File: config.mk
export PLATFORM = sky130hd
export DESIGN_NAME = axi_lite_line_master_flat
export DESIGN_NICKNAME = d
export VERILOG_FILES = /design/src/cache_pkg.sv /design/src/cache_if.sv /design/src/axi_lite_line_master.sv /design/src/flat_wrapper.sv
export VERILOG_INCLUDE_DIRS = /design/src
export SDC_FILE = /design/constraint.sdc
export NUM_CORES = 1
export LEC_CHECK = 0
export BUFFER_PORTS_ARGS = -buffer_cell sky130_fd_sc_hd__buf_2
export CELL_PAD_IN_SITES_DETAIL_PLACEMENT = 1
export CELL_PAD_IN_SITES_GLOBAL_PLACEMENT = 1
export CORE_AREA = 3 3 500 502
export DETAILED_ROUTE_END_ITERATION = 10
export DIE_AREA = 0 0 503 505
export PLACE_DENSITY = 0.39
export SLEW_MARGIN = 25
export SYNTH_ARGS = -nofsm -noshare
export SYNTH_HDL_FRONTEND = slang
export SYNTH_SLANG_ARGS = --single-unit
File: constraint.sdc
create_clock -name clk -period 86 [get_ports clk]
set_input_delay 8.6 -clock clk [delete_from_list [all_inputs] [get_ports clk]]
set_output_delay 8.6 -clock clk [all_outputs]
set_load 0.05 [all_outputs]
File: src/cache_defines.svh
// ******************************
// data cache geometry
// address, line and bus beat sizes
// ******************************

`ifndef CACHE_DEFINES_SVH
`define CACHE_DEFINES_SVH

// byte address width
`define CACHE_ADDR_W 32
// bytes per cache line
`define CACHE_LINE_BYTES 64
// direct-mapped, one line per index
`define CACHE_NUM_LINES 16
// bus beats per line transfer
`define CACHE_BEATS 8
// beat width, also the cpu word
`define CACHE_BEAT_W 64
// whole line in bits
`define CACHE_LINE_W 512

`endif

File: src/cache_pkg.sv
// ******************************
// data cache package
// address fields and fsm state types
// ******************************

`include "cache_defines.svh"

package cache_pkg;

  // byte within line
  localparam int OFFSET_W = $clog2(`CACHE_LINE_BYTES);
  // line index
  localparam int INDEX_W = $clog2(`CACHE_NUM_LINES);
  // remaining upper address bits
  localparam int TAG_W = `CACHE_ADDR_W - INDEX_W - OFFSET_W;

  // whole-line operation, 0 read, 1 write
  typedef enum logic {
    LINE_READ  = 1'b0,
    LINE_WRITE = 1'b1
  } line_op_e;

  // cache controller
  typedef enum logic [2:0] {
    CTRL_IDLE,
    CTRL_LOOKUP,
    CTRL_EVICT,
    CTRL_REFILL,
    CTRL_RESPOND
  } ctrl_state_e;

  // bus bridge, one beat per pass through addr/resp
  typedef enum logic [1:0] {
    XFER_IDLE,
    XFER_ADDR,
    XFER_RESP,
    XFER_DONE
  } xfer_state_e;

endpackage

File: src/cache_if.sv
// ******************************
// line request and line transfer
// interfaces inside the cache
// ******************************

`timescale 1ns/1ps
`include "cache_defines.svh"


// line request unit to bus bridge
interface line_xfer_if;
  logic                     valid;
  // high for the single cycle that completes the line
  logic                     ready;
  cache_pkg::line_op_e      op;
  logic [`CACHE_ADDR_W-1:0] addr;
  logic [`CACHE_LINE_W-1:0] wdata;
  logic [`CACHE_LINE_W-1:0] rdata;

  modport master (output valid, op, addr, wdata, input ready, rdata);
  modport slave (input valid, op, addr, wdata, output ready, rdata);
endinterface

File: src/axi_lite_line_master.sv
// ******************************
// axi4-lite line bridge
// splits one line transfer into eight
// single 64-bit transactions in order
// ******************************

`timescale 1ns/1ps
`include "cache_defines.svh"

module axi_lite_line_master (
  input  logic                       clk,
  input  logic                       rst,
  line_xfer_if.slave                 line_xfer,
  // write address
  output logic                       o_awvalid,
  input  logic                       i_awready,
  output logic [`CACHE_ADDR_W-1:0]   o_awaddr,
  // write data
  output logic                       o_wvalid,
  input  logic                       i_wready,
  output logic [`CACHE_BEAT_W-1:0]   o_wdata,
  output logic [`CACHE_BEAT_W/8-1:0] o_wstrb,
  // write response, bresp ignored
  input  logic                       i_bvalid,
  output logic                       o_bready,
  // read address
  output logic                       o_arvalid,
  input  logic                       i_arready,
  output logic [`CACHE_ADDR_W-1:0]   o_araddr,
  // read data, rresp ignored
  input  logic                       i_rvalid,
  output logic                       o_rready,
  input  logic [`CACHE_BEAT_W-1:0]   i_rdata
);

  localparam int BEAT_CNT_W = $clog2(`CACHE_BEATS);
  // byte offset bits within one beat
  localparam int BEAT_LSB = $clog2(`CACHE_BEAT_W / 8);
  localparam logic [BEAT_CNT_W-1:0] LAST_BEAT = BEAT_CNT_W'(`CACHE_BEATS - 1);

  cache_pkg::xfer_state_e state_q;
  logic [BEAT_CNT_W-1:0]    beat_q;
  // read beats shift in from the top
  logic [`CACHE_LINE_W-1:0] line_q;
  logic [`CACHE_ADDR_W-1:0] beat_addr;
  logic is_write;
  logic aw_done;
  logic w_done;
  logic beat_fire;
  logic last_beat;
  logic launch_beat;

  assign is_write = (line_xfer.op == cache_pkg::LINE_WRITE);

  // line base plus 8 bytes per beat
  assign beat_addr = line_xfer.addr +
                     {{(`CACHE_ADDR_W - BEAT_CNT_W - BEAT_LSB){1'b0}},
                      beat_q, {BEAT_LSB{1'b0}}};

  // aw and w drop independently
  assign aw_done = ~o_awvalid | i_awready;
  assign w_done  = ~o_wvalid | i_wready;

  // response for current beat
  assign beat_fire = is_write ? (i_bvalid & o_bready) : (i_rvalid & o_rready);
  assign last_beat = (beat_q == LAST_BEAT);

  // first beat on a new line, or the next one after a response
  assign launch_beat = ((state_q == cache_pkg::XFER_IDLE) & line_xfer.valid) |
                       ((state_q == cache_pkg::XFER_RESP) & beat_fire & ~last_beat);

  always_ff @(posedge clk) begin
    if (rst) begin
      state_q   <= cache_pkg::XFER_IDLE;
      beat_q    <= '0;
      o_awvalid <= 1'b0;
      o_wvalid  <= 1'b0;
      o_arvalid <= 1'b0;
      o_bready  <= 1'b0;
      o_rready  <= 1'b0;
    end else begin
      case (state_q)
        cache_pkg::XFER_IDLE: begin
          if (line_xfer.valid) begin
            beat_q  <= '0;
            state_q <= cache_pkg::XFER_ADDR;
          end
        end
        cache_pkg::XFER_ADDR: begin
          if (o_awvalid && i_awready) begin
            o_awvalid <= 1'b0;
          end
          if (o_wvalid && i_wready) begin
            o_wvalid <= 1'b0;
          end
          if (o_arvalid && i_arready) begin
            o_arvalid <= 1'b0;
          end
          // both write channels accepted, wait for b
          if (is_write && aw_done && w_done) begin
            o_bready <= 1'b1;
            state_q  <= cache_pkg::XFER_RESP;
          end
          if (!is_write && o_arvalid && i_arready) begin
            o_rready <= 1'b1;
            state_q  <= cache_pkg::XFER_RESP;
          end
        end
        cache_pkg::XFER_RESP: begin
          if (beat_fire) begin
            o_bready <= 1'b0;
            o_rready <= 1'b0;
            if (last_beat) begin
              state_q <= cache_pkg::XFER_DONE;
            end else begin
              beat_q  <= beat_q + 1'b1;
              state_q <= cache_pkg::XFER_ADDR;
            end
          end
        end
        // ready is up this cycle, valid completes the line
        cache_pkg::XFER_DONE: begin
          state_q <= cache_pkg::XFER_IDLE;
        end
        default: begin
          state_q <= cache_pkg::XFER_IDLE;
        end
      endcase
      if (launch_beat) begin
        o_awvalid <= is_write;
        o_wvalid  <= is_write;
        o_arvalid <= ~is_write;
      end
    end
  end

  // beat 0 ends up in the low bits after eight shifts
  always_ff @(posedge clk) begin
    if (state_q == cache_pkg::XFER_RESP && !is_write && beat_fire) begin
      line_q <= {i_rdata, line_q[`CACHE_LINE_W-1:`CACHE_BEAT_W]};
    end
  end

  // payload fixed while a valid is up, beat_q only moves in resp
  assign o_awaddr = beat_addr;
  assign o_araddr = beat_addr;
  assign o_wdata  = line_xfer.wdata[beat_q*`CACHE_BEAT_W +: `CACHE_BEAT_W];
  // whole beats only
  assign o_wstrb  = '1;

  assign line_xfer.ready = (state_q == cache_pkg::XFER_DONE);
  assign line_xfer.rdata = line_q;

endmodule

File: src/flat_wrapper.sv
// flat-port wrapper written by rule: the top's interface ports become plain ports
module axi_lite_line_master_flat 
  (clk, rst, o_awvalid, i_awready, o_awaddr, o_wvalid, i_wready, o_wdata, o_wstrb, i_bvalid, o_bready, o_arvalid, i_arready, o_araddr, i_rvalid, o_rready, i_rdata, line_xfer_valid, line_xfer_op, line_xfer_addr, line_xfer_wdata, line_xfer_ready, line_xfer_rdata);
  line_xfer_if line_xfer_i ();
  input  logic clk;
  input  logic rst;
  output logic o_awvalid;
  input  logic i_awready;
  output logic [`CACHE_ADDR_W-1:0] o_awaddr;
  output logic o_wvalid;
  input  logic i_wready;
  output logic [`CACHE_BEAT_W-1:0] o_wdata;
  output logic [`CACHE_BEAT_W/8-1:0] o_wstrb;
  input  logic i_bvalid;
  output logic o_bready;
  output logic o_arvalid;
  input  logic i_arready;
  output logic [`CACHE_ADDR_W-1:0] o_araddr;
  input  logic i_rvalid;
  output logic o_rready;
  input  logic [`CACHE_BEAT_W-1:0] i_rdata;
  input wire logic [$bits(line_xfer_i.valid)-1:0] line_xfer_valid;
  input wire logic [$bits(line_xfer_i.op)-1:0] line_xfer_op;
  input wire logic [$bits(line_xfer_i.addr)-1:0] line_xfer_addr;
  input wire logic [$bits(line_xfer_i.wdata)-1:0] line_xfer_wdata;
  output wire logic [$bits(line_xfer_i.ready)-1:0] line_xfer_ready;
  output wire logic [$bits(line_xfer_i.rdata)-1:0] line_xfer_rdata;
  assign line_xfer_i.valid = line_xfer_valid;
  assign line_xfer_i.op = line_xfer_op;
  assign line_xfer_i.addr = line_xfer_addr;
  assign line_xfer_i.wdata = line_xfer_wdata;
  assign line_xfer_ready = line_xfer_i.ready;
  assign line_xfer_rdata = line_xfer_i.rdata;
  axi_lite_line_master u_core (.clk(clk), .rst(rst), .line_xfer(line_xfer_i), .o_awvalid(o_awvalid), .i_awready(i_awready), .o_awaddr(o_awaddr), .o_wvalid(o_wvalid), .i_wready(i_wready), .o_wdata(o_wdata), .o_wstrb(o_wstrb), .i_bvalid(i_bvalid), .o_bready(o_bready), .o_arvalid(o_arvalid), .i_arready(i_arready), .o_araddr(o_araddr), .i_rvalid(i_rvalid), .o_rready(o_rready), .i_rdata(i_rdata));
endmodule
### Word-level counts from Yosys, hierarchy flattened

Cells that the tools add are included.

* bits of input ports: 617
* memories: 0
* bits in read-only memories: 0
* RAM bits: 0
* register bits after elaboration: 522
* bits in latches: 0

* eq/ne operators: 10
* bitwise operators: 12
* shifts and indexed selects: 1
* add/sub/neg operators: 2
* multiply operators: 0
* reductions and logical operators: 24
* mux-type cells: 25
* magnitude comparators: 0
* divide/modulo/power cells: 0

Operator list (count)
* indexed part select 512 x 10 -> 64 bit: 1
* adder 32 x 6 -> 32 bit: 1
* two-way mux 1 bit: 13
* nonzero test 2 bit: 6
* two-way mux 2 bit: 5
* logical AND 1 bit: 9
* two-way mux 3 bit: 3
* AND reduction 3 bit: 3
* case mux 2 bit (4 select lines): 1
* inequality test 2 x 1 -> 1 bit (second input constant): 3
* case mux 3 bit (2 select lines): 1
* AND reduction 2 bit: 3
* bitwise AND 1 bit: 5
* equality test 2 bit (second input constant): 2
* inequality test 2 bit (second input constant): 2
* inverter 1 bit: 4
* case mux 1 bit (2 select lines): 2
* AND reduction 4 bit: 1
* adder 3 x 1 -> 3 bit (second input constant): 1
* equality test 3 bit (second input constant): 1
* inequality test 3 x 1 -> 1 bit (second input constant): 1
* OR 1 bit: 3
* equality test 2 x 1 -> 1 bit (second input constant): 1
* logical NOT 2 bit: 1
* logical NOT 1 bit: 1

### Depth between registers and ports, before layout

Gate-level depths: netlist (run 1).

* word-level depth: 7
* gate-level depth with buffers: 7
* gate-level depth less buffers: 6

### Worst setup path after synthesis (run 1)

No wires, ideal clock.

* path type: in2reg
* from: input line_xfer_op
* to: register u_core.line_q[0] (netlist: u_core.line_xfer.rdata[0]) (enable)
* path slack: 40.470 ns
* arrival: 43.517 ns
* data required time: 83.986 ns
* library setup time: 2.014 ns
* buffers on the path: 1
* stages on the path: 2
* cell sequence: clkbuf_1 -> nor3_1

* word-level cells in the longest chain between the ends: 3
* elaborated cells on any way between the ends: 4

Ends and longest elaborated chain
* start, declared: RTL line flat_wrapper.sv:23 `input wire logic [$bits(line_xfer_i.op)-1:0] line_xfer_op;`
* logical NOT 1 bit: RTL line axi_lite_line_master.sv:139 `if (state_q == cache_pkg::XFER_RESP && !is_write && beat_fire) begin`
* logical AND 1 bit: RTL line axi_lite_line_master.sv:139
* logical AND 1 bit (*): RTL line axi_lite_line_master.sv:139
* end signal, assigned: RTL line axi_lite_line_master.sv:140 `` line_q <= {i_rdata, line_q[`CACHE_LINE_W-1:`CACHE_BEAT_W]}; ``
* end, declared: RTL line axi_lite_line_master.sv:44 `` logic [`CACHE_LINE_W-1:0] line_q; ``

Mark *: on every way between the ends. The rest lies on a longest branch, timed or not.
A chain may end at the register's enable or synchronous reset.

### Worst setup path after layout (run 1)

* from: input line_xfer_addr[5]
* to: output o_araddr[28]

* word-level cells in the longest chain between the ends: 1

Ends and longest elaborated chain
* start, declared: RTL line flat_wrapper.sv:24 `input wire logic [$bits(line_xfer_i.addr)-1:0] line_xfer_addr;`
* adder 32 x 6 -> 32 bit: RTL line axi_lite_line_master.sv:56 `assign beat_addr = line_xfer.addr +`
* end, declared: RTL line flat_wrapper.sv:18 `` output logic [`CACHE_ADDR_W-1:0] o_araddr; ``

No other way between the ends.

==> metrics.txt, run 1 <==
# TYPE chip_impl_metric gauge
chip_impl_info{name="outcome",value="completed"} 1
chip_impl_metric{name="dp_worst_setup_slack",unit="ns"} 66.29
chip_impl_metric{name="area.growth.synth_to_final",unit="%"} 56.9
chip_impl_metric{name="synth_cells",unit=""} 942
chip_impl_metric{name="synth_compound_area_frac",unit=""} 0.00904
chip_impl_metric{name="synth-adder-area-share",unit=""} 0.00699
chip_impl_metric{name="leakagePower",unit="uW"} 0.0118
chip_impl_metric{name="slew-limit-headroom",unit=""} 0.307
chip_impl_metric{name="number_of_hold_buffers_added_after_cts",unit=""} 0
chip_impl_metric{name="synth_top_area_share",unit=""} 0.741
chip_impl_metric{name="dp_hpwl",unit="mm"} 126
chip_impl_metric{name="cts.htree.levels",unit=""} 2
chip_impl_info{name="largest_family_of_logic_cells_by_synthesized_area",value="multiplexers"} 1
chip_impl_metric{name="clock_tree.buffer_depth",unit=""} 3
chip_impl_metric{name="coreArea",unit="um^2"} 246000
chip_impl_metric{name="drtPass1Iterations",unit=""} 5
chip_impl_metric{name="grt_antenna_before_repair",unit=""} 137
chip_impl_metric{name="buffers_and_inverters_on_the_worst_path",unit=""} 2
chip_impl_metric{name="globalRouteMet2Util",unit=""} 0.206
chip_impl_metric{name="max_freq",unit="MHz"} 50.6
chip_impl_metric{name="post-route-worst-setup-slack",unit="ns"} 66.23
chip_impl_metric{name="fin_worst_skew",unit="ns"} 0.0668
chip_impl_metric{name="crit_fanout",unit=""} 6
chip_impl_info{name="crit_chain",value="buf_2 -> ha_1 -> a21oi_1 -> a21oi_1 -> nand4_1 -> xnor2_1 -> buf_2"} 1
chip_impl_metric{name="cts.reportedPaths.clkPinSlew",unit="ns"} 0.06
chip_impl_metric{name="clockPowerShare",unit=""} 0.395
chip_impl_metric{name="post-route-drc-count",unit=""} 0
chip_impl_info{name="grt_setup_unrepaired",value="no"} 1
chip_impl_metric{name="fp.dieArea",unit="um^2"} 254000
chip_impl_metric{name="fin_crit_sh",unit=""} 0.230
chip_impl_metric{name="grt_start_max_net_pins",unit=""} 72
chip_impl_metric{name="gr-usage-met3",unit=""} 0.0425
chip_impl_metric{name="crit_arrival",unit="ns"} 11.17
chip_impl_info{name="critical-path-slowest-cell",value="sky130_fd_sc_hd__a21oi_1"} 1
chip_impl_metric{name="power_density",unit="nW/um^2"} 18.5
chip_impl_metric{name="vias",unit=""} 15495
chip_impl_metric{name="globalRouteMet1Util",unit=""} 0.0988
chip_impl_info{name="timing_worst_setup_path_type",value="in -> out"} 1
chip_impl_metric{name="ys_types",unit=""} 46
chip_impl_metric{name="finish.net_count",unit=""} 2822
chip_impl_metric{name="yosys.area_share.simple",unit=""} 0.0200
chip_impl_metric{name="rows",unit=""} 182
chip_impl_metric{name="antenna_left",unit=""} 0
chip_impl_metric{name="sinks_on_clock_net",unit=""} 522
chip_impl_metric{name="ys_async_sr_fraction",unit=""} 0
chip_impl_metric{name="netSwitchingFraction",unit=""} 0.275
chip_impl_metric{name="worst_skew_pair.late_latency",unit="ns"} 0.67
chip_impl_info{name="worstSetupEndpointType",value="primary output"} 1
chip_impl_metric{name="seqPwrFrac",unit=""} 0.471
chip_impl_metric{name="number_of_storage_elements_in_the_synthesis_netlist",unit=""} 522
chip_impl_metric{name="timing.final.setup_violations",unit=""} 0
chip_impl_metric{name="post_route_cells_drive_above_1_share",unit=""} 0.692
chip_impl_info{name="worst_hold_class",value="reg -> reg"} 1
chip_impl_metric{name="intPower",unit="uW"} 437
chip_impl_metric{name="area_of_the_mapped_netlist",unit="um^2"} 20800
chip_impl_metric{name="die-width",unit="um"} 503
chip_impl_metric{name="grt.overflow.total",unit=""} 0
chip_impl_metric{name="postRouteWirelength",unit="mm"} 143
chip_impl_info{name="critical_path.startpoint_type",value="primary input"} 1
chip_impl_metric{name="timing_hold_violations_final",unit=""} 0
chip_impl_metric{name="slowest_delay",unit="ns"} 0.80
chip_impl_metric{name="routability_congestion_estimate_from_global_placement",unit=""} 0.936
chip_impl_metric{name="cts_inserted_buffers",unit=""} 56
chip_impl_metric{name="vias_in_the_first_global_route",unit=""} 16226
chip_impl_metric{name="comb_power_share",unit=""} 0.134
chip_impl_metric{name="net-switching-power",unit="uW"} 165
chip_impl_metric{name="cts_resized",unit=""} 0
chip_impl_metric{name="detail_route.vias_per_cell",unit=""} 2.82
chip_impl_info{name="clock_tree_from_tritoncts",value="built"} 1
chip_impl_metric{name="maxCapViolCount",unit=""} 0
chip_impl_metric{name="synthesis.yosys.warnings",unit=""} 0
chip_impl_info{name="postSynth.topFlopCell",value="sky130_fd_sc_hd__edfxtp_1"} 1
chip_impl_metric{name="mean_post_synth_cell_area",unit="um^2"} 22.0
chip_impl_metric{name="post-cts-setup-buffers",unit=""} 0
chip_impl_info{name="cpLargestDelayFamily",value="compound AO/OA/AOI/OAI gates"} 1
chip_impl_metric{name="required",unit="ns"} 77.40
chip_impl_info{name="synthDominantAreaCellType",value="sky130_fd_sc_hd__edfxtp_1"} 1
chip_impl_info{name="global_route_layer_with_the_greatest_usage",value="met2"} 1
chip_impl_info{name="yosys-top-cells-area",value="sky130_fd_sc_hd__edfxtp_1, sky130_fd_sc_hd__mux4_2, sky130_fd_sc_hd__mux2_2"} 1
chip_impl_metric{name="initial_utilization",unit=""} 0.0845
chip_impl_metric{name="report.final.slew_viol_count",unit=""} 0
chip_impl_metric{name="vertical_die_dimension",unit="um"} 505
chip_impl_metric{name="fin_tns_setup",unit="ns"} 0
chip_impl_metric{name="grt_first_pass_wirelength",unit="mm"} 176
chip_impl_metric{name="wl_per_cell",unit="um"} 26.0
chip_impl_metric{name="fin_crit",unit="ns"} 19.77
chip_impl_info{name="cts.root.buffer_cell",value="sky130_fd_sc_hd__clkbuf_16"} 1
chip_impl_metric{name="synth_edf_count",unit=""} 512
chip_impl_metric{name="synth.area.mux_share",unit=""} 0.174
chip_impl_metric{name="grtUsageTotal",unit=""} 0.106
chip_impl_metric{name="buffer_ports.inserted",unit=""} 1253
chip_impl_metric{name="ioPinCount",unit=""} 1271
chip_impl_metric{name="ir_worst_vdd",unit="uV"} 13.0
chip_impl_metric{name="iteration_0_drc_count_of_the_detailed_router",unit=""} 973
chip_impl_metric{name="filler_cell_count",unit=""} 28296
chip_impl_metric{name="worst_max_slew_pin_slew",unit="ns"} 1.04
chip_impl_metric{name="synth_xor_area_frac",unit=""} 0.0114
chip_impl_metric{name="synth_seq_area_share",unit=""} 0.750
-- synth_stat cells (all sizes together), types with 4 or more instances --
master / count
a21oi: 9
buf: 68
clkbuf: 14
dfxtp: 10
edfxtp: 512
ha: 10
inv: 7
mux2: 65
mux4: 128
nand2: 15
nand2b: 5
nand3: 15
nand4: 11
nor2: 5
nor3: 4
o21ai: 5
xnor2: 22
xor2: 5
-- flip-flops by register name, indices dropped and copies added (netlist names) --
register / count
u_core.line_xfer.rdata: 512
u_core.beat_q: 3
u_core.state_q: 2
u_core.o_arvalid: 1
u_core.o_awvalid: 1
u_core.o_bready: 1
u_core.o_rready: 1
u_core.o_wvalid: 1
-- placed cells by master, fill, tap and decap left out, types with 4 or more instances in the layout --
cell	instances
sky130_fd_sc_hd__xor2_1	5
sky130_fd_sc_hd__buf_4	16
sky130_fd_sc_hd__conb_1	8
sky130_fd_sc_hd__diode_2	39
sky130_fd_sc_hd__nor2_1	5
sky130_fd_sc_hd__a21oi_1	9
sky130_fd_sc_hd__inv_1	7
sky130_fd_sc_hd__edfxtp_1	512
sky130_fd_sc_hd__dfxtp_1	7
sky130_fd_sc_hd__ha_1	10
sky130_fd_sc_hd__nand2_1	15
sky130_fd_sc_hd__xnor2_1	22
sky130_fd_sc_hd__o21ai_0	4
sky130_fd_sc_hd__buf_2	1253
sky130_fd_sc_hd__clkinv_2	10
sky130_fd_sc_hd__clkbuf_1	10
sky130_fd_sc_hd__clkinv_1	14
sky130_fd_sc_hd__nand4_1	10
sky130_fd_sc_hd__nand2b_1	5
sky130_fd_sc_hd__mux4_2	128
sky130_fd_sc_hd__clkbuf_16	56
sky130_fd_sc_hd__nand3_1	15
sky130_fd_sc_hd__mux2_2	65
-- layer usage --
metal / vias up / part of all wire
met4: 82 / 0.041
met1: 7675 / 0.31
met2: 993 / 0.54
li1: 6432 / -
met3: 313 / 0.10
met5: - / 0.0036
-- cell families (layout without fill, tap and decap cells) --
kind of cell             count (synthesis)  after routing
AO/OA/AOI/OAI                           28             28
buffers and inverters                   89           1381
adder cells (fa/ha/maj)                 11             11
AND/OR/NAND/NOR                         71             71
XOR/XNOR                                27             27
flip-flops                             522            522
multiplexers                           193            193
other                                    1             47
-- power by group through the flow --
stage          sequential, uW  clock, uW  combinational [uW]
6_report                  283        238                80.6
5_1_grt                   284        258                85.1
2_1_floorplan             304          0                34.0
3_5_place_dp              289          0                82.8
3_3_place_gp              289          0                82.6
4_1_cts                   283        250                83.1
-- stage by stage --
stage / instances / utilization / total power [uW] / cell area [um^2] / hold slack (ns)
after floorplan: 949 / - / 338 / 20800 / 0.477
after global placement: 5356 / 0.125 / 371 / 30700 / 0.423
after detailed placement: 5356 / 0.125 / 372 / 30700 / 0.427
after CTS: 5461 / 0.132 / 616 / 32500 / 0.412
after global routing: 5481 / 0.132 / 627 / 32500 / 0.426
final: 5500 / 0.133 / 602 / 32600 / 0.432
-- path summary, 6_finish.rpt --
kind / startpoint / end / slack, ns / depth (start not counted)
setup / recovery: line_xfer_addr[5] / o_araddr[28] / 66.23 / 7
hold / removal: u_core.line_xfer.rdata[502] / u_core.line_xfer.rdata[438] / 0.43 / 0
setup reg to reg: u_core.state_q[0] / u_core.line_xfer.rdata[233] / 78.85 / 11
hold reg to reg: u_core.line_xfer.rdata[502] / u_core.line_xfer.rdata[438] / 0.43 / 0
-- area by class of cell --
type	count	area (um^2)	area share
tap	3220	4030	0.124
timing repair buffer	1269	6390	0.196
clock buffer	66	1440	0.0442
inverter	7	26.3	0.000807
multi-input combinational	338	4630	0.142
sequential	522	15600	0.479
antenna	39	97.6	0.00300
clock inverter	39	364	0.0112
No activity file was read; power rests on OpenSTA's default activity.
==> run 2, diff against run 1 <==
--- a/config.mk
+++ b/config.mk
@@ -6,13 +6,14 @@
 export SDC_FILE = /design/constraint.sdc
 export NUM_CORES = 1
 export LEC_CHECK = 0
+export ABC_AREA = 1
 export BUFFER_PORTS_ARGS = -buffer_cell sky130_fd_sc_hd__buf_2
 export CELL_PAD_IN_SITES_DETAIL_PLACEMENT = 1
 export CELL_PAD_IN_SITES_GLOBAL_PLACEMENT = 1
 export CORE_AREA = 3 3 500 502
 export DETAILED_ROUTE_END_ITERATION = 10
 export DIE_AREA = 0 0 503 505
-export PLACE_DENSITY = 0.39
+export PLACE_DENSITY = 0.4
 export SLEW_MARGIN = 25
 export SYNTH_ARGS = -nofsm -noshare
 export SYNTH_HDL_FRONTEND = slang
==> constraint.sdc (replaced) <==
create_clock -name clk -period 18.4 [get_ports clk]
set_input_delay 1.84 -clock clk [delete_from_list [all_inputs] [get_ports clk]]
set_output_delay 1.84 -clock clk [all_outputs]
set_load 0.05 [all_outputs]
==> run 2 against run 1 <==
Worst setup slack worse by 55 ns. Hold slack lost 0.0093 ns. Clock skew down 0.0028 ns. Synthesized area increased by 3.1%. Combinational power grew to 19 times the previous value. Flip-flop and latch count is the same. Sequential share of layout area is 1.4 points lower. Synthesized cell count increased by 86%. Cell count rose by 14%. Register-to-register slack worse by 65 ns. Critical endpoint is now o_wdata[51]. Largest cell class unchanged. Largest power group is now combinational logic.
==> metrics.txt, run 2 <==
# TYPE chip_impl_metric gauge
chip_impl_info{name="outcome",value="completed"} 1
chip_impl_metric{name="wl_per_cell",unit="um"} 27.0
chip_impl_metric{name="crit_fanout",unit=""} 116
chip_impl_metric{name="crit_arrival",unit="ns"} 5.02
chip_impl_info{name="most_instantiated_library_cell_after_synthesis",value="sky130_fd_sc_hd__edfxtp_1"} 1
chip_impl_metric{name="timing.final.setup_violations",unit=""} 0
chip_impl_metric{name="ir_worst_vdd",unit="uV"} 64.0
chip_impl_metric{name="grt_antenna_before_repair",unit=""} 91
chip_impl_metric{name="multiInputGateArea",unit="um^2"} 4910
chip_impl_metric{name="timing_hold_violations_final",unit=""} 0
chip_impl_info{name="grt_setup_unrepaired",value="no"} 1
chip_impl_metric{name="synthesis.yosys.warnings",unit=""} 0
chip_impl_metric{name="fp.dieArea",unit="um^2"} 254000
chip_impl_metric{name="maxCapViolCount",unit=""} 0
chip_impl_metric{name="cts_resized",unit=""} 0
chip_impl_metric{name="fin_crit",unit="ns"} 6.86
chip_impl_metric{name="finish.net_count",unit=""} 3588
chip_impl_metric{name="sinks_on_clock_net",unit=""} 522
chip_impl_metric{name="grtUsageTotal",unit=""} 0.127
chip_impl_metric{name="fin_worst_skew",unit="ns"} 0.0640
chip_impl_metric{name="power_density",unit="nW/um^2"} 129
chip_impl_info{name="worstSetupEndpointType",value="primary output"} 1
chip_impl_metric{name="cts_inserted_buffers",unit=""} 69
chip_impl_info{name="yosys-top-cells-area",value="sky130_fd_sc_hd__edfxtp_1, sky130_fd_sc_hd__nor2_1, sky130_fd_sc_hd__nand2_1"} 1
chip_impl_metric{name="area.growth.synth_to_final",unit="%"} 56.5
chip_impl_metric{name="ys_types",unit=""} 30
chip_impl_metric{name="die-width",unit="um"} 503
chip_impl_metric{name="worst_max_slew_pin_slew",unit="ns"} 0.985
chip_impl_metric{name="dpl_cell_area",unit="um^2"} 31100
chip_impl_metric{name="fin_tns_setup",unit="ns"} 0
chip_impl_metric{name="vertical_die_dimension",unit="um"} 505
chip_impl_metric{name="post-cts-setup-buffers",unit=""} 0
chip_impl_metric{name="initial_utilization",unit=""} 0.0872
chip_impl_metric{name="cts.htree.levels",unit=""} 3
chip_impl_metric{name="max_freq",unit="MHz"} 146
chip_impl_metric{name="rows",unit=""} 182
chip_impl_metric{name="fin_crit_sh",unit=""} 0.373
chip_impl_metric{name="iteration_0_drc_count_of_the_detailed_router",unit=""} 1556
chip_impl_metric{name="number_of_hold_buffers_added_after_cts",unit=""} 0
chip_impl_metric{name="slew-limit-headroom",unit=""} 0.343
chip_impl_metric{name="largest_reg_flops",unit=""} 512
chip_impl_metric{name="leakagePower",unit="uW"} 0.0131
chip_impl_metric{name="report.final.slew_viol_count",unit=""} 0
chip_impl_metric{name="coreArea",unit="um^2"} 246000
chip_impl_metric{name="area_of_the_mapped_netlist",unit="um^2"} 21400
chip_impl_info{name="synthDominantAreaCellType",value="sky130_fd_sc_hd__edfxtp_1"} 1
chip_impl_metric{name="vias",unit=""} 19736
chip_impl_info{name="critical-path-slowest-cell",value="sky130_fd_sc_hd__buf_4"} 1
chip_impl_metric{name="routability_congestion_estimate_from_global_placement",unit=""} 0.904
chip_impl_metric{name="antenna_left",unit=""} 0
chip_impl_metric{name="grt_start_max_net_pins",unit=""} 185
chip_impl_metric{name="synth_cells",unit=""} 1753
chip_impl_metric{name="ioPinCount",unit=""} 1271
chip_impl_info{name="synth_commonest_cells",value="sky130_fd_sc_hd__edfxtp_1, sky130_fd_sc_hd__nor2_1, sky130_fd_sc_hd__nand2_1"} 1
chip_impl_info{name="postSynth.topFlopCell",value="sky130_fd_sc_hd__edfxtp_1"} 1
chip_impl_metric{name="required",unit="ns"} 16.56
chip_impl_metric{name="layout.cell_area.non_filler",unit="um^2"} 33500
chip_impl_metric{name="postRouteWirelength",unit="mm"} 169
chip_impl_metric{name="worst_skew_pair.late_latency",unit="ns"} 0.69
chip_impl_info{name="timing_worst_setup_path_type",value="reg -> out"} 1
chip_impl_info{name="layout.cells.most_common_list",value="sky130_fd_sc_hd__buf_2, sky130_fd_sc_hd__edfxtp_1, sky130_fd_sc_hd__nor2_1"} 1
chip_impl_metric{name="grt.overflow.total",unit=""} 0
chip_impl_info{name="clock_tree_from_tritoncts",value="built"} 1
chip_impl_metric{name="layoutNonFillerInstCount",unit=""} 6250
chip_impl_metric{name="mean_post_synth_cell_area",unit="um^2"} 12.2
chip_impl_metric{name="placed_cells_incl_taps",unit=""} 6108
chip_impl_info{name="worst_hold_class",value="reg -> reg"} 1
chip_impl_metric{name="filler_cell_count",unit=""} 28768
chip_impl_metric{name="hold_ws",unit="ns"} 0.422
chip_impl_metric{name="synth_top_area_share",unit=""} 0.718
chip_impl_metric{name="vias_in_the_first_global_route",unit=""} 20144
chip_impl_metric{name="drtPass1Iterations",unit=""} 5
chip_impl_metric{name="layout.area.seq",unit="um^2"} 15600
chip_impl_metric{name="synth_seq_area_share",unit=""} 0.727
chip_impl_metric{name="number_of_storage_elements_in_the_synthesis_netlist",unit=""} 522
chip_impl_metric{name="grt_first_pass_wirelength",unit="mm"} 212
chip_impl_info{name="crit_chain",value="inv_8 -> buf_4 -> buf_4 -> buf_4 -> nor2_1 -> o22ai_1 -> nand2_1 -> nand2_1 -> buf_2"} 1
chip_impl_metric{name="total_power",unit="uW"} 4310
chip_impl_info{name="mostFrequentLayoutCell",value="sky130_fd_sc_hd__buf_2"} 1
chip_impl_metric{name="dp_hpwl",unit="mm"} 142
chip_impl_metric{name="post_route_cells_drive_above_1_share",unit=""} 0.462
chip_impl_metric{name="slowest_delay",unit="ns"} 0.65
chip_impl_metric{name="ys_async_sr_fraction",unit=""} 0
chip_impl_metric{name="cts.reportedPaths.clkPinSlew",unit="ns"} 0.06
chip_impl_info{name="critical_path.startpoint_type",value="register"} 1
chip_impl_metric{name="detail_route.vias_per_cell",unit=""} 3.16
chip_impl_metric{name="clock_tree.buffer_depth",unit=""} 3
chip_impl_metric{name="synth_edf_count",unit=""} 512
chip_impl_info{name="most_frequent_cell_on_the_critical_path",value="sky130_fd_sc_hd__buf_4"} 1
chip_impl_metric{name="post-route-drc-count",unit=""} 0
chip_impl_metric{name="buffer_ports.inserted",unit=""} 1253
chip_impl_info{name="cts.root.buffer_cell",value="sky130_fd_sc_hd__clkbuf_16"} 1
run 2: cell types whose count changed after synthesis, sizes merged, moves of 4 or more:
cell	previous run	this run
mux2	65	0
nand2b	5	0
o21ai	5	260
xnor2	22	6
nand3	15	21
clkbuf	14	50
xor2	5	10
mux4	128	0
inv	7	37
buf	68	92
o22ai	0	128
nor2	5	299
nand3b	0	4
nand2	15	289
run 2: layer usage:
layer,GRT usage,share of wire,vias to the layer above
met2,0.198,0.44,986
met1,0.168,0.45,9810
met5,0,0.00065,-
met4,0.0267,0.023,16
li1,-,-,8707
met3,0.0427,0.084,217
run 2: layout make-up:
class,count,area share
inverter,37,0.00448
sequential,522,0.465
clock buffer,78,0.0525
tap,3220,0.120
timing repair buffer,1271,0.193
multi-input combinational,1059,0.147
antenna,17,0.00127
clock inverter,46,0.0171
run 2: report_power, final:
| part | internal, uW | switching [uW] |
|---|---|---|
| Clock | 805 | 599 |
| Sequential | 1310 | 52.3 |
| Combinational | 316 | 1230 |
run 2: cell families after synthesis:
family,count (synthesis),synth area share
other,1,0.000175
AOI/OAI and AO/OA,397,0.100
xor gates and xnor gates,16,0.00654
and+or+nand+nor,627,0.114
buffers and inverters,179,0.0448
DFF,522,0.727
adders and majority gates,11,0.00678
run 2: path summary, 6_finish.rpt:
check | start | to | slack, ns | cells after the start
worst max register to register | u_core.state_q[0] | u_core.line_xfer.rdata[449] | 13.74 | 8
worst min register to register | u_core.line_xfer.rdata[266] | u_core.line_xfer.rdata[202] | 0.42 | 0
worst max-delay path | u_core.beat_q[0] | o_wdata[51] | 11.54 | 9
worst min-delay path | u_core.line_xfer.rdata[266] | u_core.line_xfer.rdata[202] | 0.42 | 0
run 2: worst max-delay path, delay by kind of cell, from the launching register on:
| kind | cells | cell delay (ns) |
|---|---|---|
| buf+inv | 5 | 2.81 |
| flops | 1 | 0.55 |
| compound gates | 1 | 0.40 |
| simple gates | 3 | 0.49 |
run 2: per-stage QoR:
stage / setup WS, ns / util
after global placement: 12.13 / 0.127
after floorplan: 2.52 / -
after CTS: 11.21 / 0.136
after global routing: 11.09 / 0.136
final: 11.54 / 0.136
after detailed placement: 12.05 / 0.127
